File: src/logic/img_pkg.sv
package img_pkg;

	// --------------------------------------------------------------------
	// image geometry
	// --------------------------------------------------------------------
	localparam int IMG_DIM    = 8;   // width and height
	localparam int MAX_DEPTH  = 32;  // stored channels
	localparam int MIN_DEPTH  = 8;
	localparam int ORIGIN_MAX = 6;   // window origin stays in 0..6

	localparam int PIX_W  = 8;
	localparam int ADDR_W = 11;      // 32 ch * 64 pixels
	localparam int OUT_W  = 14;
	localparam int ACC_W  = 17;      // 16 * 255 * 32 still fits

	// --------------------------------------------------------------------
	// op codes, 9 and 10 reserved
	// --------------------------------------------------------------------
	typedef enum logic [3:0] {
		LOAD           = 4'd0,
		RIGHT          = 4'd1,
		LEFT           = 4'd2,
		UP             = 4'd3,
		DOWN           = 4'd4,
		REDUCE_DEPTH   = 4'd5,
		INCREASE_DEPTH = 4'd6,
		DISPLAY        = 4'd7,
		CONV           = 4'd8
	} op_mode_e;

	typedef logic [2:0]        coord_t;
	typedef logic [5:0]        depth_t;
	typedef logic [PIX_W-1:0]  pixel_t;
	typedef logic [ADDR_W-1:0] addr_t;  // c*64 + y*8 + x
	typedef logic [OUT_W-1:0]  out_data_t;
	typedef logic [ACC_W-1:0]  acc_t;

	typedef enum logic {
		SCAN_DISPLAY = 1'b0,
		SCAN_CONV    = 1'b1
	} scan_mode_e;

endpackage

File: src/logic/img_ctrl.sv
`timescale 1ns/100ps

module img_ctrl (
	input  logic                 i_clk,
	input  logic                 i_rst_n,
	input  logic                 i_op_valid,
	input  img_pkg::op_mode_e    i_op_mode,
	input  logic                 i_in_valid,
	input  img_pkg::pixel_t      i_in_data,
	input  logic                 i_scan_done,
	input  logic                 i_filter_done,
	output logic                 o_op_ready,
	output logic                 o_in_ready,
	output logic                 o_loading,
	output logic                 o_wr_en,
	output img_pkg::addr_t       o_wr_addr,
	output img_pkg::pixel_t      o_wr_data,
	output logic                 o_scan_start,
	output img_pkg::scan_mode_e  o_scan_mode,
	output img_pkg::coord_t      o_origin_x,
	output img_pkg::coord_t      o_origin_y,
	output img_pkg::depth_t      o_depth
);

	typedef enum logic [2:0] {
		ST_IDLE,
		ST_LOAD,
		ST_STEP,   // one cycle for move / depth ops and load wrap-up
		ST_SCAN,
		ST_DRAIN   // scan finished, filter still emitting
	} state_e;

	state_e            state;
	img_pkg::op_mode_e op_q;
	img_pkg::addr_t    load_cnt;
	logic              op_accept;
	img_pkg::coord_t   xy_max;
	img_pkg::depth_t   depth_min;
	img_pkg::depth_t   depth_max;

	assign op_accept = o_op_ready && i_op_valid;
	assign xy_max    = img_pkg::coord_t'(img_pkg::ORIGIN_MAX);
	assign depth_min = img_pkg::depth_t'(img_pkg::MIN_DEPTH);
	assign depth_max = img_pkg::depth_t'(img_pkg::MAX_DEPTH);

	// load path straight to the memory
	assign o_loading = (state == ST_LOAD);
	assign o_wr_en   = o_in_ready && i_in_valid;
	assign o_wr_addr = load_cnt;
	assign o_wr_data = i_in_data;

	// --------------------------------------------------------------------
	// op FSM
	// --------------------------------------------------------------------
	always_ff @(posedge i_clk or negedge i_rst_n) begin
		if (!i_rst_n) begin
			state        <= ST_IDLE;
			op_q         <= img_pkg::LOAD;
			o_op_ready   <= 1'b0;
			o_in_ready   <= 1'b0;
			o_scan_start <= 1'b0;
			o_scan_mode  <= img_pkg::SCAN_DISPLAY;
			load_cnt     <= '0;
			o_origin_x   <= '0;
			o_origin_y   <= '0;
			o_depth      <= depth_max;
		end else begin
			o_scan_start <= 1'b0;  // single-cycle pulse
			case (state)
				ST_IDLE: begin
					if (op_accept) begin
						o_op_ready <= 1'b0;
						op_q       <= i_op_mode;
						case (i_op_mode)
							img_pkg::LOAD: begin
								state      <= ST_LOAD;
								o_in_ready <= 1'b1;
								load_cnt   <= '0;
							end
							img_pkg::DISPLAY, img_pkg::CONV: begin
								state        <= ST_SCAN;
								o_scan_start <= 1'b1;
								o_scan_mode  <= (i_op_mode == img_pkg::CONV) ?
									img_pkg::SCAN_CONV : img_pkg::SCAN_DISPLAY;
							end
							default: state <= ST_STEP;  // reserved codes fall through too
						endcase
					end else begin
						o_op_ready <= 1'b1;
					end
				end
				ST_LOAD: begin
					if (o_wr_en) begin
						load_cnt <= load_cnt + 1'b1;
						if (load_cnt == '1) begin  // 2048th byte
							o_in_ready <= 1'b0;
							state      <= ST_STEP;
						end
					end
				end
				ST_STEP: begin
					case (op_q)
						img_pkg::RIGHT: if (o_origin_x != xy_max) o_origin_x <= o_origin_x + 3'd1;
						img_pkg::LEFT:  if (o_origin_x != '0) o_origin_x <= o_origin_x - 3'd1;
						img_pkg::UP:    if (o_origin_y != '0) o_origin_y <= o_origin_y - 3'd1;
						img_pkg::DOWN:  if (o_origin_y != xy_max) o_origin_y <= o_origin_y + 3'd1;
						img_pkg::REDUCE_DEPTH: begin
							if (o_depth != depth_min)
								o_depth <= o_depth >> 1;
						end
						img_pkg::INCREASE_DEPTH: begin
							if (o_depth != depth_max)
								o_depth <= o_depth << 1;
						end
						default: ;
					endcase
					o_op_ready <= 1'b1;
					state      <= ST_IDLE;
				end
				ST_SCAN: begin
					if (i_scan_done)
						state <= ST_DRAIN;
				end
				ST_DRAIN: begin
					// ready comes back right after the last output
					if (i_filter_done) begin
						o_op_ready <= 1'b1;
						state      <= ST_IDLE;
					end
				end
				default: state <= ST_IDLE;
			endcase
		end
	end

endmodule

File: config.mk
export PLATFORM = sky130hd
export DESIGN_NAME = img_ctrl
export DESIGN_NICKNAME = d
export VERILOG_FILES = /design/src/logic/img_pkg.sv /design/src/logic/img_ctrl.sv
export SDC_FILE = /design/constraint.sdc
export NUM_CORES = 1
export LEC_CHECK = 0
export BUFFER_PORTS_ARGS = -buffer_cell sky130_fd_sc_hd__clkbuf_2
export CAP_MARGIN = 20
export CORE_UTILIZATION = 52
export CTS_CLUSTER_DIAMETER = 100
export DETAILED_ROUTE_END_ITERATION = 12
export PLACE_DENSITY = 0.79
export SYNTH_ARGS = -nofsm -noshare
export SYNTH_HDL_FRONTEND = slang
export SYNTH_SLANG_ARGS = --single-unit
File: constraint.sdc
create_clock -name i_clk -period 3 [get_ports i_clk]
set_input_delay 0.9 -clock i_clk [delete_from_list [all_inputs] [get_ports i_clk]]
set_output_delay 0.9 -clock i_clk [all_outputs]
set_load 0.05 [all_outputs]
==> flow_metrics.tcl <==
set metrics [dict create \
    fin_util 0.614 \
    worstPathMaxFanout 9 \
    clock_skew_ps 3.59 \
    worstPathRequired_ps 2100 \
    synth_compound_area_frac 0.130 \
    pre_cts_ws_ps 549 \
    status "finished, final reports clean" \
    yosys-top-cells-count "dfrtp_1, nor2_1, nand2_1, inv_1, o21ai_0" \
    initial_utilization 0.544 \
    cap_violations 0 \
    timing.rr.start "op_q[3]" \
    cts_resized 0 \
    crit_type "reg2out" \
    ys.flop_type "dfrtp_1" \
    root_buffer "clkbuf_8" \
    total_power_mw 1.88 \
    cp.arrival_ps 1740 \
    netlist_instances 211 \
    drc 0 \
    rows 22 \
    drt-pass1-iter-count 4 \
    chipWidth_um 64.1 \
    gr-total-overflow 0 \
    ff2ff_path_depth 7 \
    diodes 0 \
    hold_path_class "reg2reg" \
    slew_headroom 0.444 \
    start_kind "register" \
    p_clk_frac 0.168 \
    r2r-end "o_origin_y[2]" \
    synth.distinct_cells 45 \
    regToRegSetupSlack_ps 610 \
    worstMarginPinSlew_ps 834 \
    final_max_slew_viol_count 0 \
    grt_pass1_wl_mm 6.64 \
    power.internal_mw 1.01 \
    synth_edf_count 0 \
    period_share 0.879 \
    synth_xor_area_frac 0.0393 \
    min_from "o_depth[5]" \
    via_per_inst 5.67 \
    core_area_um2 3690 \
    sequentialPowerShare 0.391 \
    hold_ws_ps 506 \
    p_leak_nw 0.986 \
    synthTopCellsByArea "dfrtp_1, mux2_2, buf_4, o21ai_0, nor2_1" \
    place_hpwl_mm 2.87 \
    swShare 0.463 \
    synth.largest_area_cell "dfrtp_1" \
    syn-cell-area_um2 2010 \
    dp_cells 282 \
    fin_cells 290 \
    insertion_delay_ps 280 \
    yosysMostFrequentCell "dfrtp_1" \
    ys_ff_latch 34 \
    pwr-share-comb 0.441 \
    setup_viol 0 \
    yosys_warnings 0 \
    wl_mm 3.91 \
    synth_top_family_by_area "simple AND/OR/NAND/NOR gates" \
    cp-end-kind "output pin" \
    wl_per_cell_um 13.5 \
    fmax_ghz 0.379 \
    clk_pin_slew_ps 60 \
    p_switching_mw 0.870 \
    synth_top_area_share 0.411 \
    syn_to_final_growth_pct 12.7 \
    syn_nets 232 \
    powerDensity_nw_per_um2 831 \
    nets 262 \
    grt_max_degree 35 \
    drt_iter0_markers 112 \
    routabilityCongestion 0.780 \
    holdPathEnd "o_depth[5]" \
    cts_sinks 34 \
    ys_async_sr_fraction 1.00 \
    setup-tns-final_ps 0 \
    ant_nets 0 \
    io-pin-count 55 \
    layout_setup_ws_ps 362 \
    clockBufferDepth 2 \
    fillers 358 \
    cts_hold_buf 0 \
    die_h_um 64.1 \
    min_path_cells 2 \
    dieArea_um2 4110 \
    drive_above_1_share 0.264 \
    rsz0062_at_grt "no" \
    synthAdderAreaFrac 0.0262 \
    hold_viol 0 \
    grt_use_total 0.208 \
    syn_avg_cell_area_um2 9.52 \
    fin_crit_ps 2640 \
    cts_max_level 2 \
    synth_simple_gate_area_frac 0.229 \
    numCtsBuffers 5 \
    vias 1643 \
    design_area_um2 2260 \
    cts_setup_buffers 0 \
    synthMuxAreaShare 0.0754 \
    placed_area_um2 2180 \
    vdd_ir_drop_max_mv 0.517 \
    antenna_found_initial 0 \
    grt_pass1_vias 1514 \
    portBuffers 38 \
    ys_seq_area_frac 0.424 \
    cts_tree "yes" \
]
-- layout by cell type (no fill, tap or decap), drive strengths merged, types with 2 or more instances in the layout --
cell type,synthesis,final
nor4,7,7
nor4bb,5,5
o211ai,2,2
clkbuf,7,46
o2111ai,2,2
nand4,4,4
or3,5,5
a21oi,9,9
or2,2,2
mux2,9,9
inv,13,13
a21boi,2,2
o31ai,3,3
or4b,3,3
nand2,14,14
nor4b,2,2
buf,11,3
xnor2,6,6
nand3b,2,2
mux2i,5,5
nor3,4,4
nand3,7,7
nand2b,4,4
xor2,3,3
a31oi,2,2
nor2,16,16
fa,2,2
dfrtp,33,33
a221oi,2,2
o21ai,12,12
o22ai,2,2
-- logic make-up after synthesis --
family | after synthesis
simple gates | 79
compound gates | 41
flops | 34
buf+inv | 31
mux | 14
xor+xnor | 9
fa+ha+maj | 3
-- worst max-delay path by stage --
stage / from / end / slack [ps]
floorplan: i_in_valid / o_wr_en / 700
global placement: i_in_valid / o_wr_en / 580
detailed placement: i_in_valid / o_wr_en / 550
CTS: state[2] / o_loading / 370
global route: state[2] / o_loading / 280
finish: state[2] / o_loading / 360
-- critical path, cell delays in order (launching register included) --
cell,delay [ps]
dfrtp_1,470
or3b_1,520
inv_1,170
clkbuf_2,300
-- flip-flops by register name, summed over array words and instances (netlist names) --
signal        cells
o_origin_x        3
o_wr_addr        11
op_q              4
o_in_ready        1
o_scan_start      1
o_scan_mode       1
o_depth           6
state             3
o_origin_y        3
o_op_ready        1
-- final cells by class --
type	instances	area [um^2]	area share
flip-flops and latches	34	852	0.376
repair buffers	41	213	0.0940
clock buffers	8	80.1	0.0354
inverters	13	48.8	0.0216
well taps	48	60.1	0.0265
multi-input cells	146	1010	0.446
-- metal layers --
layer  wire length (um)  vias up  track usage
met4                 27        0       0.0583
met2               1980       39        0.368
li1                   -      821            -
met1               1720      780        0.251
met3                182        3       0.0464
met5                  0        -            0
-- power by group through the flow --
stage	sequential (mW)	clock [mW]	combinational [mW]
after CTS	0.733	0.328	0.832
final	0.734	0.316	0.829
after global routing	0.759	0.346	0.905
after floorplan	0.896	0	0.517
after global placement	0.731	0	0.818
after detailed placement	0.740	0	0.830
No activity file was read; power rests on OpenSTA's default activity.
