[src/logic/img_pkg.sv]
package img_pkg;

	// --------------------------------------------------------------------
	// image geometry
	// --------------------------------------------------------------------
	localparam int IMG_DIM    = 8;   // width and height
	localparam int MAX_DEPTH  = 32;  // stored channels
	localparam int MIN_DEPTH  = 8;
	localparam int ORIGIN_MAX = 6;   // window origin stays in 0..6

	localparam int PIX_W  = 8;
	localparam int ADDR_W = 11;      // 32 ch * 64 pixels
	localparam int OUT_W  = 14;
	localparam int ACC_W  = 17;      // 16 * 255 * 32 still fits

	// --------------------------------------------------------------------
	// op codes, 9 and 10 reserved
	// --------------------------------------------------------------------
	typedef enum logic [3:0] {
		LOAD           = 4'd0,
		RIGHT          = 4'd1,
		LEFT           = 4'd2,
		UP             = 4'd3,
		DOWN           = 4'd4,
		REDUCE_DEPTH   = 4'd5,
		INCREASE_DEPTH = 4'd6,
		DISPLAY        = 4'd7,
		CONV           = 4'd8
	} op_mode_e;

	typedef logic [2:0]        coord_t;
	typedef logic [5:0]        depth_t;
	typedef logic [PIX_W-1:0]  pixel_t;
	typedef logic [ADDR_W-1:0] addr_t;  // c*64 + y*8 + x
	typedef logic [OUT_W-1:0]  out_data_t;
	typedef logic [ACC_W-1:0]  acc_t;

	typedef enum logic {
		SCAN_DISPLAY = 1'b0,
		SCAN_CONV    = 1'b1
	} scan_mode_e;

endpackage

[src/logic/window_scan.sv]
`timescale 1ns/100ps

module window_scan (
	input  logic                i_clk,
	input  logic                i_rst_n,
	input  logic                i_start,
	input  img_pkg::scan_mode_e i_mode,
	input  img_pkg::coord_t     i_origin_x,
	input  img_pkg::coord_t     i_origin_y,
	input  img_pkg::depth_t     i_depth,
	output logic                o_rd_en,
	output img_pkg::addr_t      o_rd_addr,
	output logic                o_in_image,
	output logic [1:0]          o_rel_row,
	output logic [1:0]          o_rel_col,
	output logic                o_last,
	output logic                o_done
);

	logic       active_q;
	logic [4:0] chan_q;
	logic [1:0] row_q;
	logic [1:0] col_q;
	logic       is_conv;
	logic [1:0] span;    // last row / col index of the walk
	logic [3:0] ax;      // one spare bit catches -1 and 8
	logic [3:0] ay;
	logic       col_end;
	logic       row_end;
	logic       chan_end;
	logic       pos_last;

	assign is_conv = (i_mode == img_pkg::SCAN_CONV);
	assign span    = is_conv ? 2'd3 : 2'd1;

	// conv walks origin-1 .. origin+2, display origin .. origin+1
	assign ax = {1'b0, i_origin_x} + {2'b00, col_q} - {3'b000, is_conv};
	assign ay = {1'b0, i_origin_y} + {2'b00, row_q} - {3'b000, is_conv};

	assign o_in_image = (ax < 4'(img_pkg::IMG_DIM)) && (ay < 4'(img_pkg::IMG_DIM));
	assign o_rd_en    = active_q && o_in_image;
	assign o_rd_addr  = {chan_q, ay[2:0], ax[2:0]};
	assign o_rel_row  = row_q;
	assign o_rel_col  = col_q;

	assign col_end  = (col_q == span);
	assign row_end  = (row_q == span);
	assign chan_end = ({1'b0, chan_q} == i_depth - 6'd1);
	assign pos_last = col_end && row_end && chan_end;
	assign o_last   = active_q && pos_last;

	// --------------------------------------------------------------------
	// position counters, col fastest then row then channel
	// --------------------------------------------------------------------
	always_ff @(posedge i_clk or negedge i_rst_n) begin
		if (!i_rst_n) begin
			active_q <= 1'b0;
			chan_q   <= '0;
			row_q    <= '0;
			col_q    <= '0;
			o_done   <= 1'b0;
		end else begin
			o_done <= o_last;  // pulse after final read issued
			if (i_start) begin
				active_q <= 1'b1;
				chan_q   <= '0;
				row_q    <= '0;
				col_q    <= '0;
			end else if (active_q) begin
				col_q <= col_end ? 2'd0 : col_q + 2'd1;
				if (col_end) begin
					row_q <= row_end ? 2'd0 : row_q + 2'd1;
					if (row_end) begin
						chan_q <= chan_end ? 5'd0 : chan_q + 5'd1;
						if (chan_end)
							active_q <= 1'b0;
					end
				end
			end
		end
	end

endmodule

[config.mk]
export PLATFORM = sky130hd
export DESIGN_NAME = window_scan
export DESIGN_NICKNAME = d
export VERILOG_FILES = /design/src/logic/img_pkg.sv /design/src/logic/window_scan.sv
export SDC_FILE = /design/constraint.sdc
export NUM_CORES = 1
export LEC_CHECK = 0
export BUFFER_PORTS_ARGS = -buffer_cell sky130_fd_sc_hd__buf_2
export CAP_MARGIN = 20
export CORE_ASPECT_RATIO = 0.7
export CORE_MARGIN = 1
export CORE_UTILIZATION = 54
export CTS_CLUSTER_DIAMETER = 100
export DETAILED_ROUTE_END_ITERATION = 12
export HOLD_SLACK_MARGIN = 0.03
export PLACE_DENSITY = 0.86
export SLEW_MARGIN = 10
export SYNTH_ARGS = -nofsm -noshare
export SYNTH_HDL_FRONTEND = slang
export SYNTH_SLANG_ARGS = --single-unit
[constraint.sdc]
create_clock -name i_clk -period 5.2 [get_ports i_clk]
set_input_delay 0.78 -clock i_clk [delete_from_list [all_inputs] [get_ports i_clk]]
set_output_delay 0.78 -clock i_clk [all_outputs]
set_load 0.05 [all_outputs]
==> flow_summary.ini, run 1 <==
[layout]
area_growth_pct = 18.7
fin_nets = 193
fillCellCount = 161
multi_input_area_sq_um = 687
drive_gt1_frac = 0.259
antenna_cells = 0
seqCellArea_sq_um = 275

[logic_synthesis]
avgSynthCellArea_sq_um = 8.44
synth.distinct_cells = 36
synth_seq_cells = 11
synth_cells = 127
ys_warn_count = 0
syn-cell-area_sq_mm = 0.00107
seq_area_frac_synth = 0.257
syn-num-nets = 157

[cts]
cts_setup_buffers = 0
clockBufferDepth = 2
numCtsBuffers = 3
clock_sinks = 11
h-tree-depth = 1
cts_tree = yes
insertion_delay_ps = 280
cts_root_buf = clkbuf_4
path_clk_slew_ps = 70
cts_resized = 0
holdBufCountCts = 0

[floorplanning]
core_sq_mm = 0.00185
start_util = 0.578
rows = 13
dieArea_sq_mm = 0.00217
die_height_um = 39.3
die_w_um = 55.3
num_io_pins = 35

[timing]
worstMarginPinSlew_ps = 841
min_period_over_period = 0.626
min_period_ps = 3260
worst_slew_margin_rel = 0.439
hold_violations = 0
setup_viol = 0
rsz0062_at_grt = no
max_freq_mhz = 307
drv_slew = 0
skew_ps = 2.36
finalSetupTns_ps = 0

[global_routing]
grt_usage = 0.239
grt_pass1_vias = 980
grtUsageMet3 = 0.0594
grt_overflow = 0
grt.busiest_layer = met2
use_met2 = 0.488
grt_max_degree = 12
antenna_found_initial = 0
grt_use_met1 = 0.268
grt_pass1_wl_um = 3930

[pwr]
power_uw = 296
peakVddDrop_uv = 169
p_per_area_mw_per_mm2 = 232
leakage_nw = 0.695

[placement]
gp_congestion = 0.796
dp_hpwl_um = 1960
io_buffers = 34

[routing]
drt_iter0_markers = 26
first_pass_iters = 4
post_drt_wl_per_cell_um = 13.0
via_per_inst = 5.44
ant_nets = 0
drc = 0
drt-total-wl_um = 2390
vias = 1001

[worst_setup_path]
start_kind = input pin
r2r_start = o_rel_col[1]$_DFFE_PN0P_
startpoint = i_origin_x[1]
path_class = input pin to output port
crit_path_max_fanout = 2
crit_arrival_ps = 2480
endpoint_kind = output port
cp_data_required_time_ps = 4420

[run_status]
status = finished clean

[flow_run]
drv_cap = 0

[min_path]
hp-class = input pin to async pin
## where the power goes
part | internal (mW) | switching [mW] | leakage [nW]
registers | 0.0880 | 0.00492 | 0.146
clock network | 0.0298 | 0.0312 | 0.0150
logic | 0.0413 | 0.100 | 0.534
total | 0.159 | 0.136 | 0.695
## synth_stat cells (all sizes together)
| cell type | number | share of area |
|---|---|---|
| nand4 | 1 | 0.0058 |
| dfrtp | 11 | 0.26 |
| o21ai | 3 | 0.014 |
| and3 | 3 | 0.019 |
| o211ai | 1 | 0.0070 |
| o41ai | 1 | 0.0082 |
| nor3 | 5 | 0.023 |
| and2b | 1 | 0.0082 |
| o22ai | 2 | 0.012 |
| xor2 | 6 | 0.049 |
| ha | 12 | 0.14 |
| mux2i | 1 | 0.0093 |
| inv | 23 | 0.081 |
| a21boi | 1 | 0.0070 |
| nor3b | 1 | 0.012 |
| fa | 2 | 0.037 |
| a21oi | 11 | 0.051 |
| nor2 | 4 | 0.014 |
| nand3b | 1 | 0.0070 |
| nand3 | 3 | 0.014 |
| nand2b | 2 | 0.012 |
| o2bb2ai | 1 | 0.0082 |
| o31ai | 3 | 0.034 |
| nand2 | 10 | 0.035 |
| or3 | 2 | 0.012 |
| a21o | 2 | 0.014 |
| nor2b | 1 | 0.0058 |
| and2 | 2 | 0.012 |
| o2111ai | 2 | 0.022 |
| buf | 3 | 0.022 |
| xnor2 | 6 | 0.049 |
## cell families after synthesis
logic type	synth area share
flops	0.257
simple gates	0.179
xor+xnor	0.0980
mux	0.00934
buf+inv	0.103
fa+ha+maj	0.177
compound gates	0.177
## flip-flops by register name, summed over array words and instances (netlist names)
signal     count
active_q       1
chan_q         5
o_done         1
o_rel_col      2
o_rel_row      2
## critical path, stage by stage
cell and delay, ps:
buf_2 70, inv_1 30, ha_1 320, inv_1 60, ha_1 280, a21o_1 160
a21oi_1 190, xnor2_1 160, and3_1 170, buf_2 250
## cell usage in the layout (no fill, tap or decap), types with 3 or more instances in the layout
cell type / netlist / routed
inv_1: 23 / 23
xor2_1: 6 / 6
a21oi_1: 11 / 11
ha_1: 12 / 12
xnor2_1: 6 / 6
buf_2: 1 / 34
nor3_1: 5 / 5
dfrtp_1: 11 / 11
nor2_1: 4 / 4
nand3_1: 3 / 3
clkbuf_4: 0 / 3
nand2_1: 10 / 10
o21ai_0: 3 / 3
## metal layers
layer / share of wire / up-vias
met1: 0.42 / 465
met2: 0.51 / 32
met3: 0.063 / 2
li1: - / 502
met5: 0 / -
met4: 0.0055 / 0
## path summary, 6_finish.rpt
check / depth (start not counted) / endpoint / slack, ps
worst max-delay path: 10 / o_rd_en / 1940
worst min-delay path: 1 / chan_q[4]$_DFFE_PN0P_ / 360
worst max register to register: 5 / chan_q[3]$_DFFE_PN0P_ / 3180
worst min register to register: 2 / chan_q[4]$_DFFE_PN0P_ / 580
max in group asynchronous: 1 / chan_q[3]$_DFFE_PN0P_ / 4630
min in group i_clk: 2 / chan_q[4]$_DFFE_PN0P_ / 580
## metrics by stage
| step | hold WS, ps | setup WS, ps | util | instances | cell area (sq um) |
|---|---|---|---|---|---|
| after detailed placement | 579 | 1950 | 0.672 | 180 | 1250 |
| after global routing | 362 | 1780 | 0.686 | 184 | 1270 |
| after floorplan | 484 | 1760 | - | 127 | 1070 |
| final | 360 | 1940 | 0.686 | 184 | 1270 |
| after global placement | 566 | 2010 | 0.672 | 180 | 1250 |
| after CTS | 359 | 1940 | 0.686 | 184 | 1270 |
## layout make-up
class	instances	share of cell area
multi-input combinational	90	0.540
inverter	23	0.0678
clock buffer	4	0.0206
tap	22	0.0216
sequential	11	0.216
timing repair buffer	34	0.134
(Power assumes the default switching activity.)
==> inputs of run 2 (changes only) <==
CORE_UTILIZATION = 50   (was 54)
PLACE_DENSITY = 0.81   (was 0.86)
clock period = 3.1 ns   (was 5.2 ns; I/O delays follow)
==> run 2 against run 1 <==
The flow now finishes with violations (DRC). Largest cell class unchanged. Combinational power up 67%. Register-to-register slack worse by 1900 ps. Largest power group unchanged. Sequential cell count unchanged. Worst hold slack worse by 320 ps. Clock skew up 4.7 ps. Critical path depth down 1. Non-clock buffer count up 1. Highest routed layer unchanged. Critical path type is now flop to output port. Via count up 4.4%. Core utilization down 2.4 points. Worst setup slack worse by 1700 ps. Global-route usage down 2.6 points.
==> flow_summary.ini, run 2 (synthesized netlist as in run 1, its figures left out) <==
[layout]
post-route-util = 0.662
largest_reg_flops = 5
antenna_cells = 0
layout_common_cells = 34 x buf_2, 23 x inv_1, 12 x ha_1
fin_nets = 194
largest_register = chan_q
drive_gt1_frac = 0.270
layout.cells.non_filler = 185
area_growth_pct = 19.5
mostFrequentLayoutCell = buf_2

[timing]
finalSetupTns_ps = 0
min_period_over_period = 0.926
max_freq_mhz = 348
setup_viol = 0
min_period_ps = 2870
hold_violations = 0
rsz0062_at_grt = no
skew_ps = 7.02
worst_slew_margin_rel = 0.731
setup_ws_ps = 230
worstMarginPinSlew_ps = 404
drv_slew = 0

[placement]
dp_slack_ps = 492
gp_congestion = 0.719
dp_hpwl_um = 1990
dp_cells = 181
io_buffers = 34

[floorplanning]
die_w_um = 57.4
rows = 13
start_util = 0.554
core_sq_mm = 0.00194
dieArea_sq_mm = 0.00234
die_height_um = 40.7
num_io_pins = 35

[routing]
drc = 2
first_pass_iters = 8
ant_nets = 0
drt-total-wl_um = 2420
via_per_inst = 5.65
vias = 1045
post_drt_wl_per_cell_um = 13.1
drt_iter0_markers = 32

[worst_setup_path]
path_class = flop to output port
critPathMaxStageDelay_ps = 490
endpoint_kind = output port
crit_family = adder cells
path_cells = inv_1 > ha_1 > inv_1 > ha_1 > a21o_1 > a21oi_1 > xnor2_1 > and3_1 > buf_2
crit_arrival_ps = 2400
crit_buf_inv = 3
start_kind = flop
crit_slowest_cell = dfrtp_1
crit_path_max_fanout = 8
cp_data_required_time_ps = 2630

[pwr]
pwr-share-seq = 0.315
combPwrFrac = 0.478
leakage_nw = 0.701
power_uw = 496
p_per_area_mw_per_mm2 = 387
p_switching_uw = 232
switching_share = 0.467
clock_power_share = 0.207
intPower_uw = 265
peakVddDrop_uv = 225

[cts]
cts_tree = yes
numCtsBuffers = 3
cts_setup_buffers = 0
cts_resized = 0
holdBufCountCts = 0
clockBufferDepth = 2
h-tree-depth = 1
cts_root_buf = clkbuf_4
path_clk_slew_ps = 80
clock_sinks = 11
insertion_delay_ps = 280

[min_path]
hp-class = input pin to async pin

[global_routing]
grt_overflow = 0
grt_pass1_vias = 800
grt_pass1_wl_um = 3630
grt_max_degree = 12
antenna_found_initial = 0
grt_usage = 0.213

[run_status]
status = complete, but fails checks
violations = DRC

[flow_run]
drv_cap = 0
run 2: cell count changes in the layout (fill, tap and decap cells not counted), sizes merged:
cell | before | now
clkbuf | 4 | 3
buf | 34 | 35
clkinv | 0 | 1
run 2: final cells by class:
type / count / area [sq um]
clock buffer: 3 / 22.5
clock inverter: 1 / 5.00
fill: 170 / 654
inverter: 23 / 86.3
multi-input combinational: 90 / 687
sequential: 11 / 275
tap: 22 / 27.5
timing repair buffer: 35 / 178
run 2: worst reg2reg max path, stage by stage, from the launching register on:
cell	delay, ps
dfrtp_1	480
nor3_1	260
o2111ai_1	140
buf_4	200
or3_1	360
o2bb2ai_1	140
a21oi_1	160
run 2: through the flow:
| step | instance area [sq um] | hold WS (ps) |
|---|---|---|
| after detailed placement | 1250 | 357 |
| final | 1280 | 44.4 |
| after global routing | 1280 | 52.3 |
| after global placement | 1250 | 341 |
| after floorplan | 1070 | 169 |
| after CTS | 1280 | 51.2 |
run 2: power groups by stage:
stage          combinational [mW]  clock, mW  sequential, mW
3_3_place_gp                0.229          0           0.158
4_1_cts                     0.239      0.104           0.156
2_1_floorplan               0.168          0           0.172
5_1_grt                     0.255      0.110           0.157
6_report                    0.237      0.103           0.156
3_5_place_dp                0.238          0           0.159
run 2: path summary, 6_finish.rpt:
path / from / endpoint / slack (ps) / cells after the start
min in group i_clk: i_start / o_rel_row[0]$_DFFE_PN0P_ / 470 / 2
worst max register to register: o_rel_col[1]$_DFFE_PN0P_ / chan_q[3]$_DFFE_PN0P_ / 1290 / 6
max in group asynchronous: i_rst_n / chan_q[3]$_DFFE_PN0P_ / 2840 / 1
worst max-delay path: o_rel_col[1]$_DFFE_PN0P_ / o_rd_en / 230 / 9
worst min register to register: chan_q[4]$_DFFE_PN0P_ / chan_q[4]$_DFFE_PN0P_ / 580 / 2
worst min-delay path: i_rst_n / o_rel_col[0]$_DFFE_PN0P_ / 40 / 1
run 2: per-layer routing:
layer	track usage	part of all wire	routed length, um
met1	0.293	0.47	1130
met2	0.346	0.48	1160
met3	0.0662	0.050	121
met4	0.0183	0.0045	11
met5	0	0	0
