[src/logic/img_pkg.sv]
package img_pkg;

	// --------------------------------------------------------------------
	// image geometry
	// --------------------------------------------------------------------
	localparam int IMG_DIM    = 8;   // width and height
	localparam int MAX_DEPTH  = 32;  // stored channels
	localparam int MIN_DEPTH  = 8;
	localparam int ORIGIN_MAX = 6;   // window origin stays in 0..6

	localparam int PIX_W  = 8;
	localparam int ADDR_W = 11;      // 32 ch * 64 pixels
	localparam int OUT_W  = 14;
	localparam int ACC_W  = 17;      // 16 * 255 * 32 still fits

	// --------------------------------------------------------------------
	// op codes, 9 and 10 reserved
	// --------------------------------------------------------------------
	typedef enum logic [3:0] {
		LOAD           = 4'd0,
		RIGHT          = 4'd1,
		LEFT           = 4'd2,
		UP             = 4'd3,
		DOWN           = 4'd4,
		REDUCE_DEPTH   = 4'd5,
		INCREASE_DEPTH = 4'd6,
		DISPLAY        = 4'd7,
		CONV           = 4'd8
	} op_mode_e;

	typedef logic [2:0]        coord_t;
	typedef logic [5:0]        depth_t;
	typedef logic [PIX_W-1:0]  pixel_t;
	typedef logic [ADDR_W-1:0] addr_t;  // c*64 + y*8 + x
	typedef logic [OUT_W-1:0]  out_data_t;
	typedef logic [ACC_W-1:0]  acc_t;

	typedef enum logic {
		SCAN_DISPLAY = 1'b0,
		SCAN_CONV    = 1'b1
	} scan_mode_e;

endpackage

[src/logic/filter_unit.sv]
`timescale 1ns/100ps

module filter_unit (
	input  logic                i_clk,
	input  logic                i_rst_n,
	input  img_pkg::scan_mode_e i_mode,
	input  logic                i_valid,
	input  logic                i_in_image,
	input  logic [1:0]          i_rel_row,
	input  logic [1:0]          i_rel_col,
	input  logic                i_last,
	input  img_pkg::pixel_t     i_rd_data,
	output logic                o_out_valid,
	output img_pkg::out_data_t  o_out_data,
	output logic                o_done
);

	logic            valid_d;
	logic            last_d;
	logic            in_image_d;
	logic [1:0]      row_d;
	logic [1:0]      col_d;
	logic            conv_mode;
	logic            start_drain;
	logic            draining;
	logic [1:0]      drain_idx;
	logic [1:0]      out_sel;
	img_pkg::pixel_t pix;
	img_pkg::acc_t   sum_q   [4];
	img_pkg::acc_t   sum_nxt [4];
	img_pkg::acc_t   rnd;

	// gaussian tap of position (row, col) for the result centred at (wy+1, wx+1)
	function automatic img_pkg::acc_t tap(input logic [1:0] row, input logic [1:0] col,
			input int wy, input int wx, input img_pkg::pixel_t p);
		int dr;
		int dc;
		int sh;
		img_pkg::acc_t w;
		dr = int'(row) - wy;
		dc = int'(col) - wx;
		sh = 0;
		if (dr == 1)
			sh++;
		if (dc == 1)
			sh++;
		if (dr < 0 || dr > 2 || dc < 0 || dc > 2)
			w = '0;
		else
			w = img_pkg::acc_t'(p) << sh;  // weights 1 / 2 / 4
		return w;
	endfunction

	// --------------------------------------------------------------------
	// line scan flags up with the memory output
	// --------------------------------------------------------------------
	always_ff @(posedge i_clk or negedge i_rst_n) begin
		if (!i_rst_n) begin
			valid_d <= 1'b0;
			last_d  <= 1'b0;
		end else begin
			valid_d <= i_valid;
			last_d  <= i_last;
		end
	end

	always_ff @(posedge i_clk) begin
		in_image_d <= i_in_image;
		row_d      <= i_rel_row;
		col_d      <= i_rel_col;
	end

	assign conv_mode   = (i_mode == img_pkg::SCAN_CONV);
	assign pix         = in_image_d ? i_rd_data : '0;  // zero padding
	assign start_drain = last_d && conv_mode;

	always_comb begin
		for (int j = 0; j < 4; j++) begin
			sum_nxt[j] = sum_q[j];
			if (valid_d && conv_mode)
				sum_nxt[j] = sum_q[j] + tap(row_d, col_d, j / 2, j % 2, pix);
		end
	end

	// result 0 leaves together with the last accumulate
	assign out_sel = start_drain ? 2'd0 : drain_idx;
	assign rnd     = sum_nxt[out_sel] + img_pkg::acc_t'(8);

	// --------------------------------------------------------------------
	// output and drain control
	// --------------------------------------------------------------------
	always_ff @(posedge i_clk or negedge i_rst_n) begin
		if (!i_rst_n) begin
			o_out_valid <= 1'b0;
			o_done      <= 1'b0;
			draining    <= 1'b0;
			drain_idx   <= '0;
			for (int j = 0; j < 4; j++)
				sum_q[j] <= '0;
		end else begin
			o_out_valid <= valid_d && !conv_mode;  // display pixel
			o_done      <= valid_d && !conv_mode && last_d;
			for (int j = 0; j < 4; j++)
				sum_q[j] <= sum_nxt[j];
			if (start_drain) begin
				o_out_valid <= 1'b1;
				draining    <= 1'b1;
				drain_idx   <= 2'd1;
			end else if (draining) begin
				o_out_valid <= 1'b1;
				drain_idx   <= drain_idx + 2'd1;
				if (drain_idx == 2'd3) begin
					draining <= 1'b0;
					o_done   <= 1'b1;
					for (int j = 0; j < 4; j++)
						sum_q[j] <= '0;  // ready for next conv
				end
			end
		end
	end

	always_ff @(posedge i_clk) begin
		if (conv_mode)
			o_out_data <= img_pkg::out_data_t'(rnd[img_pkg::ACC_W-1:4]);  // (sum+8)>>4
		else
			o_out_data <= img_pkg::out_data_t'(i_rd_data);
	end

endmodule

[config.mk]
export PLATFORM = sky130hd
export DESIGN_NAME = filter_unit
export DESIGN_NICKNAME = d
export VERILOG_FILES = /design/src/logic/img_pkg.sv /design/src/logic/filter_unit.sv
export SDC_FILE = /design/constraint.sdc
export NUM_CORES = 1
export LEC_CHECK = 0
export BUFFER_PORTS_ARGS = -buffer_cell sky130_fd_sc_hd__buf_4
export CAP_MARGIN = 40
export CORE_MARGIN = 3
export CORE_UTILIZATION = 55
export DETAILED_ROUTE_END_ITERATION = 10
export PLACE_DENSITY = 0.71
export SLEW_MARGIN = 20
export SYNTH_ARGS = -nofsm -noshare
export SYNTH_HDL_FRONTEND = slang
export SYNTH_SLANG_ARGS = --single-unit
[constraint.sdc]
create_clock -name i_clk -period 6.1 [get_ports i_clk]
set_clock_uncertainty 0.15 [all_clocks]
set_input_delay 1.22 -clock i_clk [delete_from_list [all_inputs] [get_ports i_clk]]
set_output_delay 1.22 -clock i_clk [all_outputs]
set_load 0.05 [all_outputs]
==> reports/metrics.yaml, run 1 <==
place_area_um2: 7921
vias: 7195
start_util: 0.5664
chipHeight_um: 123.2
antenna_found_initial: 0
start_kind: "register"
vias_per_cell: 6.373
leakage_uw: 0.003635
critPathMaxStageDelay_ns: 0.66
io_pins: 34
min_period_over_period: 0.8881
rsz0062_at_grt: "no"
cts_tree: "done"
grt_util_met3: 0.05169
overflow: 0
ys.flop_type: "dfrtp_1"
grt_util_met1: 0.4412
drt-pass1-iter-count: 6
die_w_um: 123.2
critPathRequiredTime_ns: 6.19
peakVddDrop_v: 0.0001469
synth_cell_types: 77
outcome: "finished, final reports clean"
drive_gt1_frac: 0.09444
postCtsSetupBuffers: 0
cpMostUsedCell: "a21o_1"
cts_sinks: 93
final.setup.tns_ns: 0
hpwl_um: 16580
grt_util_met2: 0.4703
syn_area_um2: 7560
area_growth_pct: 9.004
fillers: 1210
clk_latency_ns: 0.36
slew_headroom: 0.4793
fin_area_um2: 8240
hp-class: "reg -> reg"
numPortBuffers: 32
routed_wl_um: 22230
worstHoldStart: "sum_q[17]"
root_buffer: "clkbuf_16"
ant_nets: 0
cp.arrival_ns: 5.50
layoutNonFillerInstCount: 1129
tightest_slew_ns: 0.7810
antenna_cells: 0
synth_edf_count: 0
ys_ff_latch: 93
maxCapViolCount: 0
crit_slowest_cell: "nand2b_1"
end_kind: "register"
finalMaxSlewViolations: 0
final_cell_mix: "nand2_1, nor2_1, a21oi_1"
synth-async-reset-ratio: 0.8065
die-area_um2: 15190
gr-max-usage-layer: "met2"
ff2ff_setup_slack_ns: 0.68
synth.yosys.seq_area_share: 0.2959
cts.clk_slew.worst_paths_ns: 0.07
path_cells: "nand2b_1 -> xor2_1 -> nand2_1 -> a21oi_1 -> ha_1 -> a21o_1 -> a21o_1 -> nor2_1 -> a2111oi_0 -> a311oi_1 -> o22ai_1 -> nor3_1 -> nand3b_1 -> or4_1 -> nor3b_1"
cts_buffers: 9
grt_pass1_vias: 6476
core-area_um2: 13350
power_density_nw_per_um2: 390.7
synthCells: 944
routedWlPerCell_um: 19.69
fin_crit_ns: 5.417
drcViolationCount: 0
grt_max_degree: 61
grt_first_pass_wirelength_um: 35270
cp-startpoint: "col_d[0]"
rows: 42
ctsResizeCount: 0
fin_nets: 1016
criticalPathCategory: "reg -> reg"
grt_usage: 0.3025
htreeDepth: 3
gp_congestion: 0.9892
placed_cells_incl_taps: 1112
hold_buffers: 0
clockBufferDepth: 2
final_hold_viol_count: 0
synth_area_per_cell_um2: 8.008
crit_fanout: 23
drtIter0Drc: 1046
r2r_start: "col_d[0]"
setup_violations: 0
ys_warn_count: 0
fmax_mhz: 184.6
## registers in the layout, indices dropped and copies added, names as in the netlist, 2 cells and up
signal,count
sum_q,68
drain_idx,2
col_d,2
o_out_data,13
row_d,2
## cells by family (layout without fill, tap and decap cells)
family,after synthesis,in the layout,share of synthesized area
other cells,1,5,0.0004960
mux,17,17,0.02334
fa+ha+maj,50,50,0.08673
flops,93,93,0.2959
buf+inv,62,67,0.03294
compound gates,293,293,0.2622
xor+xnor,55,55,0.06372
simple gates,373,373,0.2347
## cell usage after synthesis, drive strengths merged (17+ instances only)
cell,number,area (um2)
and3,18,112.6
ha,46,575.6
clkbuf,39,147.6
xnor2,40,350.3
nand2,116,437.9
a21oi,98,490.5
a21o,19,142.6
dfrtp,75,1877
nor3,17,90.09
a211oi,39,292.8
nor2,114,427.9
and2,36,225.2
dfxtp,18,360.4
nand3,21,105.1
o21ai,30,153.9
## stage by stage
stage	utilization	total power [uW]	hold WS (ns)	worst slack, ns
2_1_floorplan	-	2159	0.3430	1.111
3_3_place_gp	0.5920	2587	0.3644	0.5355
3_5_place_dp	0.5935	2608	0.3754	0.4954
4_1_cts	0.6159	3202	0.3847	0.7947
5_1_grt	0.6174	3442	0.3911	0.2788
6_report	0.6174	3220	0.3834	0.6828
## worst max-delay path, delay by kind of cell, from the launching register on
family	cells	cell delay [ns]
and+or+nand+nor	7	2.21
AOI/OAI and AO/OA	6	1.58
xor gates and xnor gates	1	0.54
DFF	1	0.47
adders and majority gates	1	0.34
## final cells by class
class	count	area, um2	share of cell area
multi-input combinational	793	5094	0.6181
sequential	93	2237	0.2715
clock buffer	10	229.0	0.02779
inverter	8	30.03	0.003644
timing repair buffer	43	360.3	0.04373
clock inverter	6	70.07	0.008503
tap	176	220.2	0.02672
## power breakdown
group / internal, uW / switching, uW / leakage (uW)
logic: 619 / 1040 / 0.00235
clock network: 322 / 261 / 0.000147
registers: 800 / 172 / 0.00114
total: 1740 / 1480 / 0.00364
## metal layers
metal,vias to the layer above,part of all wire
met3,33,0.074
met5,-,0
met1,3396,0.45
met4,0,0.018
li1,3455,-
met2,311,0.46
## final timing paths
kind / to / cells past startpoint
setup / recovery: o_out_data[12] / 15
hold / removal: sum_q[17] / 2
setup reg to reg: o_out_data[12] / 15
hold reg to reg: sum_q[17] / 2
max in group asynchronous: sum_q[39] / 2
min in group asynchronous: sum_q[61] / 1
Note: power is estimated with default switching activity, not from simulation.
==> run 2, diff against run 1 <==
ABC_AREA = 1   (was not set)
CORE_ASPECT_RATIO = 1.5   (was not set)
==> run 2 against run 1 <==
  * Final area grew 8.9%
  * Critical path type is now in -> reg
  * Final cell count grew 38%
  * Largest cell class unchanged
  * First-iteration DRC count shrank 48%
  * Global-route usage grew 0.60 points
  * Sequential power grew 7%
  * Register-to-register slack gained 1.3 ns
  * Combinational power grew 37%
  * Worst setup slack gained 1.0 ns
  * Non-clock buffer count is the same
  * Hold slack lost 0.021 ns
  * Sequential cell count is the same
==> reports/metrics.yaml, run 2 <==
place_area_um2: 8653
end_kind: "register"
io_pins: 34
slew_headroom: 0.4307
antenna_found_initial: 0
vias: 8596
grt_first_pass_wirelength_um: 40450
drcViolationCount: 0
ys.flop_type: "dfrtp_1"
synthCells: 1329
postCtsSetupBuffers: 0
hpwl_um: 18940
grt_usage: 0.3085
ys_top_cells_by_area: "dfrtp_1, nand2_1, nand3_1"
antenna_cells: 0
cts_buffers: 9
peakVddDrop_v: 0.0003216
hold_buffers: 0
crit_fanout: 9
grt_max_degree: 77
area_growth_pct: 8.736
ys_warn_count: 0
clk_latency_ns: 0.36
final_cell_mix: "nand2_1, inv_1, nand3_1"
fin_nets: 1423
rsz0062_at_grt: "no"
power_density_nw_per_um2: 434.2
vias_per_cell: 5.524
start_util: 0.5652
cp.arrival_ns: 4.53
wl_met1_um: 10560
yosysTopAreaCellShare: 0.2275
grt_pass1_vias: 8110
start_kind: "input port"
multi_input_comb_area_um2: 5152
top_layer: "met4"
synth.yosys.seq_area_share: 0.2712
final_hold_viol_count: 0
top_register: "sum_q"
ctsResizeCount: 0
criticalPathCategory: "in -> reg"
core-area_um2: 14590
drt-pass1-iter-count: 5
reg.largest.list: "sum_q (68), o_out_data (13)"
cts_tree: "done"
mostFrequentLayoutCell: "nand2_1"
synth_edf_count: 0
fin_area_um2: 8970
die-area_um2: 16530
die_w_um: 106.0
fmax_mhz: 226.5
syn_area_um2: 8249
routedWlPerCell_um: 15.96
route.met3.wl_um: 1108
ant_nets: 0
drtIter0Drc: 542
ys_ff_latch: 93
critPathRequiredTime_ns: 6.21
final.setup.tns_ns: 0
setup_violations: 0
min_period_over_period: 0.7237
chipHeight_um: 156.0
synth-async-reset-ratio: 0.8065
finalMaxSlewViolations: 0
outcome: "finished, final reports clean"
drive_gt1_frac: 0.07426
synth_common_cells: "nand2_1, inv_1, nand3_1"
fillers: 1503
largest_register_ffs: 68
numPortBuffers: 32
synth_most_common_cell: "nand2_1"
synth_cell_types: 40
maxCapViolCount: 0
clockBufferDepth: 2
cts_sinks: 93
dr_wl_met2_um: 12330
seq_area_um2: 2237
yosys.area.top_type: "dfrtp_1"
cts.clk_slew.worst_paths_ns: 0.08
hp-class: "reg -> reg"
gp_congestion: 0.9600
root_buffer: "clkbuf_16"
tightest_slew_ns: 0.8325
htreeDepth: 3
fin_crit_ns: 4.415
leakage_uw: 0.004819
rows: 54
overflow: 0
synth_area_per_cell_um2: 6.207
routed_wl_um: 24840
[run 2: worst paths after layout]
check / from / to / slack, ns / cells after the start
setup / recovery: i_rd_data[3] / o_out_data[9] / 1.69 / 22
hold / removal: drain_idx[1] / drain_idx[1] / 0.36 / 2
setup reg to reg: row_d[0] / o_out_data[9] / 1.96 / 22
hold reg to reg: drain_idx[1] / drain_idx[1] / 0.36 / 2
max in group asynchronous: i_rst_n / sum_q[4] / 4.51 / 2
min in group asynchronous: i_rst_n / sum_q[17] / 0.67 / 1
[run 2: cells by family (layout without fill, tap and decap cells)]
group,count (synthesis),after routing,share of synthesized area
compound gates,140,140,0.1027
xor+xnor,6,6,0.006370
fa+ha+maj,50,50,0.07948
buf+inv,213,240,0.1062
flops,93,93,0.2712
other cells,1,5,0.0004546
simple gates,826,826,0.4336
[run 2: per-stage QoR]
step                      instances  hold slack [ns]    util  power [uW]  worst slack (ns)
after floorplan                1333           0.3175       -        2714             2.035
after global placement         1536           0.3401  0.5899        3244             1.294
after detailed placement       1539           0.3411  0.5929        3289             1.309
after CTS                      1555           0.3591  0.6138        3882             1.666
after global routing           1556           0.4081  0.6146        4239             1.430
final                          1556           0.3625  0.6146        3895             1.685
[run 2: power breakdown]
group	internal (uW)	switching, uW	total (uW)
combinational	775	1500	2270
clock	291	293	584
sequential	855	181	1040
total	1920	1970	3890
[run 2: worst max-delay path: stages]
cell      delay, ns
buf_4          0.11
nand2_1        0.24
inv_1          0.24
o21ai_0        0.12
a221oi_1       0.40
ha_1           0.38
nand2_1        0.12
inv_1          0.05
nand2_1        0.10
nand3_1        0.20
nand2_1        0.11
nand3_1        0.09
nand3_1        0.14
nand3_1        0.11
nand2_1        0.14
nand2_1        0.08
nor2_2         0.15
nand2_2        0.11
nor2_4         0.16
inv_1          0.07
o21ai_1        0.11
nor2_1         0.05
[run 2: layout make-up]
| cell class | instances | share of cell area |
|---|---|---|
| repair buffers | 43 | 0.03892 |
| flip-flops and latches | 93 | 0.2494 |
| multi-input cells | 1027 | 0.5744 |
| clock buffers | 9 | 0.02511 |
| well taps | 196 | 0.02734 |
| clock inverters | 7 | 0.008788 |
| inverters | 181 | 0.07602 |
[run 2: per-layer routing]
metal	vias up	GRT usage
met1	3917	0.3854
li1	4355	-
met5	-	0
met3	63	0.03727
met4	0	0.1167
met2	261	0.5444
==> run 3, diff against run 2 <==
clock period = 4.2 ns   (was 6.1 ns; I/O delays follow)
==> run 3 against run 2 <==
  * Die area is the same
  * Global-route usage grew 0.75 points
  * Combinational power grew 56%
  * Via count grew 2.5%
  * Critical path type is now reg -> reg
  * Critical endpoint is now o_out_data[10]
  * Highest routed layer unchanged
==> reports/metrics.yaml, run 3 (same netlist as run 2, synthesis figures left out) <==
die_w_um: 106.0
placed_cells_incl_taps: 1594
top_register: "sum_q"
area_growth_pct: 15.44
overflow: 0
place_area_um2: 9076
r2r_cells: 24
chipHeight_um: 156.0
ff2ff_setup_slack_ns: 0.35
crit_slowest_cell: "dfxtp_1"
reg.largest.list: "sum_q (68), o_out_data (13)"
largest_register_ffs: 68
peakVddDrop_v: 0.0004415
root_buffer: "clkbuf_16"
cts_sinks: 93
grt_usage: 0.3159
cp_top_family: "simple AND/OR/NAND/NOR gates"
grt_max_degree: 52
grt_pass1_vias: 8495
vias: 8807
finalMaxSlewViolations: 0
tightest_slew_ns: 0.5490
power_density_nw_per_um2: 626.1
critical_path_buf_inv_count: 4
path_cells: "nor2_1 -> inv_1 -> nor2_1 -> buf_4 -> inv_1 -> o21ai_0 -> a221oi_1 -> ha_1 -> nand2_1 -> inv_1 -> nand2_1 -> nand3_1 -> nand2_1 -> nand3_1 -> nand3_1 -> nand3_1 -> nand2_1 -> nand3_1 -> nor2_4 -> nand2_2 -> nor2_2 -> nand3_1 -> nand2_1 -> nor2_1"
cp.arrival_ns: 3.96
die-area_um2: 16530
hpwl_um: 19440
fin_nets: 1483
final_cell_mix: "nand2_1, inv_1, nand3_1"
slew_headroom: 0.6336
final.setup.tns_ns: 0
fin_area_um2: 9523
hp-class: "in -> async"
cts_tree: "done"
min_period_over_period: 0.9176
numPortBuffers: 32
clk_latency_ns: 0.36
setup_violations: 0
gp_congestion: 0.9638
timing.hold.ws_ns: 0.2777
fin_crit_ns: 3.854
end_kind: "register"
drt-pass1-iter-count: 5
antenna_found_initial: 0
mostFrequentLayoutCell: "nand2_1"
rows: 54
r2r-end: "o_out_data[10]"
routedWlPerCell_um: 15.66
r2r_start: "col_d[0]"
fillers: 1479
antenna_cells: 0
pre_cts_ws_ns: 0.003423
drive_gt1_frac: 0.1289
start_util: 0.5652
critPathMaxStageDelay_ns: 0.41
final_hold_viol_count: 0
hold_buffers: 0
cts.clk_slew.worst_paths_ns: 0.07
clockBufferDepth: 2
ant_nets: 0
outcome: "finished, final reports clean"
vias_per_cell: 5.450
htreeDepth: 3
cpMostUsedCell: "nand3_1"
setup_ws_ns: 0.3462
io_pins: 34
critPathRequiredTime_ns: 4.30
leakage_uw: 0.005118
fmax_mhz: 259.5
criticalPathCategory: "reg -> reg"
drtIter0Drc: 577
cts_buffers: 9
layoutNonFillerInstCount: 1616
drcViolationCount: 0
core-area_um2: 14590
maxCapViolCount: 0
start_kind: "register"
routed_wl_um: 25300
grt_first_pass_wirelength_um: 41290
crit_fanout: 8
[run 3: how the worst max path moves through the flow]
stage                 startpoint  cells after the start              to
global route            col_d[0]                     26  o_out_data[12]
finish                  col_d[0]                     24  o_out_data[10]
global placement    i_rd_data[1]                     21   o_out_data[3]
CTS                     row_d[1]                     28   o_out_data[9]
detailed placement  i_rd_data[1]                     23   o_out_data[9]
floorplan           i_rd_data[0]                     22   o_out_data[9]
[run 3: layer usage]
layer	part of all wire	up-vias	GRT usage
met2	0.48	258	0.5426
met3	0.048	82	0.03313
li1	-	4469	-
met5	0	-	0
met1	0.41	3998	0.3802
met4	0.060	0	0.1914
[run 3: layout make-up]
class	count	area, um2	share of cell area
Inverter	181	681.9	0.07161
Clock buffer	9	225.2	0.02365
Tap cell	196	245.2	0.02575
Sequential cell	93	2241	0.2353
Clock inverter	7	88.84	0.009329
Multi-Input combinational cell	1027	5235	0.5497
Timing Repair Buffer	103	805.8	0.08461
[run 3: metrics by stage]
stage	power, uW	util
2_1_floorplan	3942	-
3_3_place_gp	4956	0.6200
3_5_place_dp	5002	0.6219
4_1_cts	5927	0.6434
5_1_grt	6485	0.6525
6_report	5963	0.6525
[run 3: worst register-to-register path: cells and delay by family (launching register included)]
| kind | cells | cell delay, ns |
|---|---|---|
| compound gates | 2 | 0.46 |
| flops | 1 | 0.41 |
| simple gates | 17 | 1.84 |
| buf+inv | 4 | 0.54 |
| fa+ha+maj | 1 | 0.36 |
[run 3: what timing repair did]
item                                    in CTS  in global routing
resized for setup                            0                 28
endpoints found under the setup margin       0                 12
buffers inserted                             0                  6
[run 3: where the power goes]
group	leakage [uW]	internal [uW]	switching, uW
registers	0.00109	1240	271
logic	0.00388	1330	2220
clock network	0.000152	479	421
total	0.00512	3050	2920
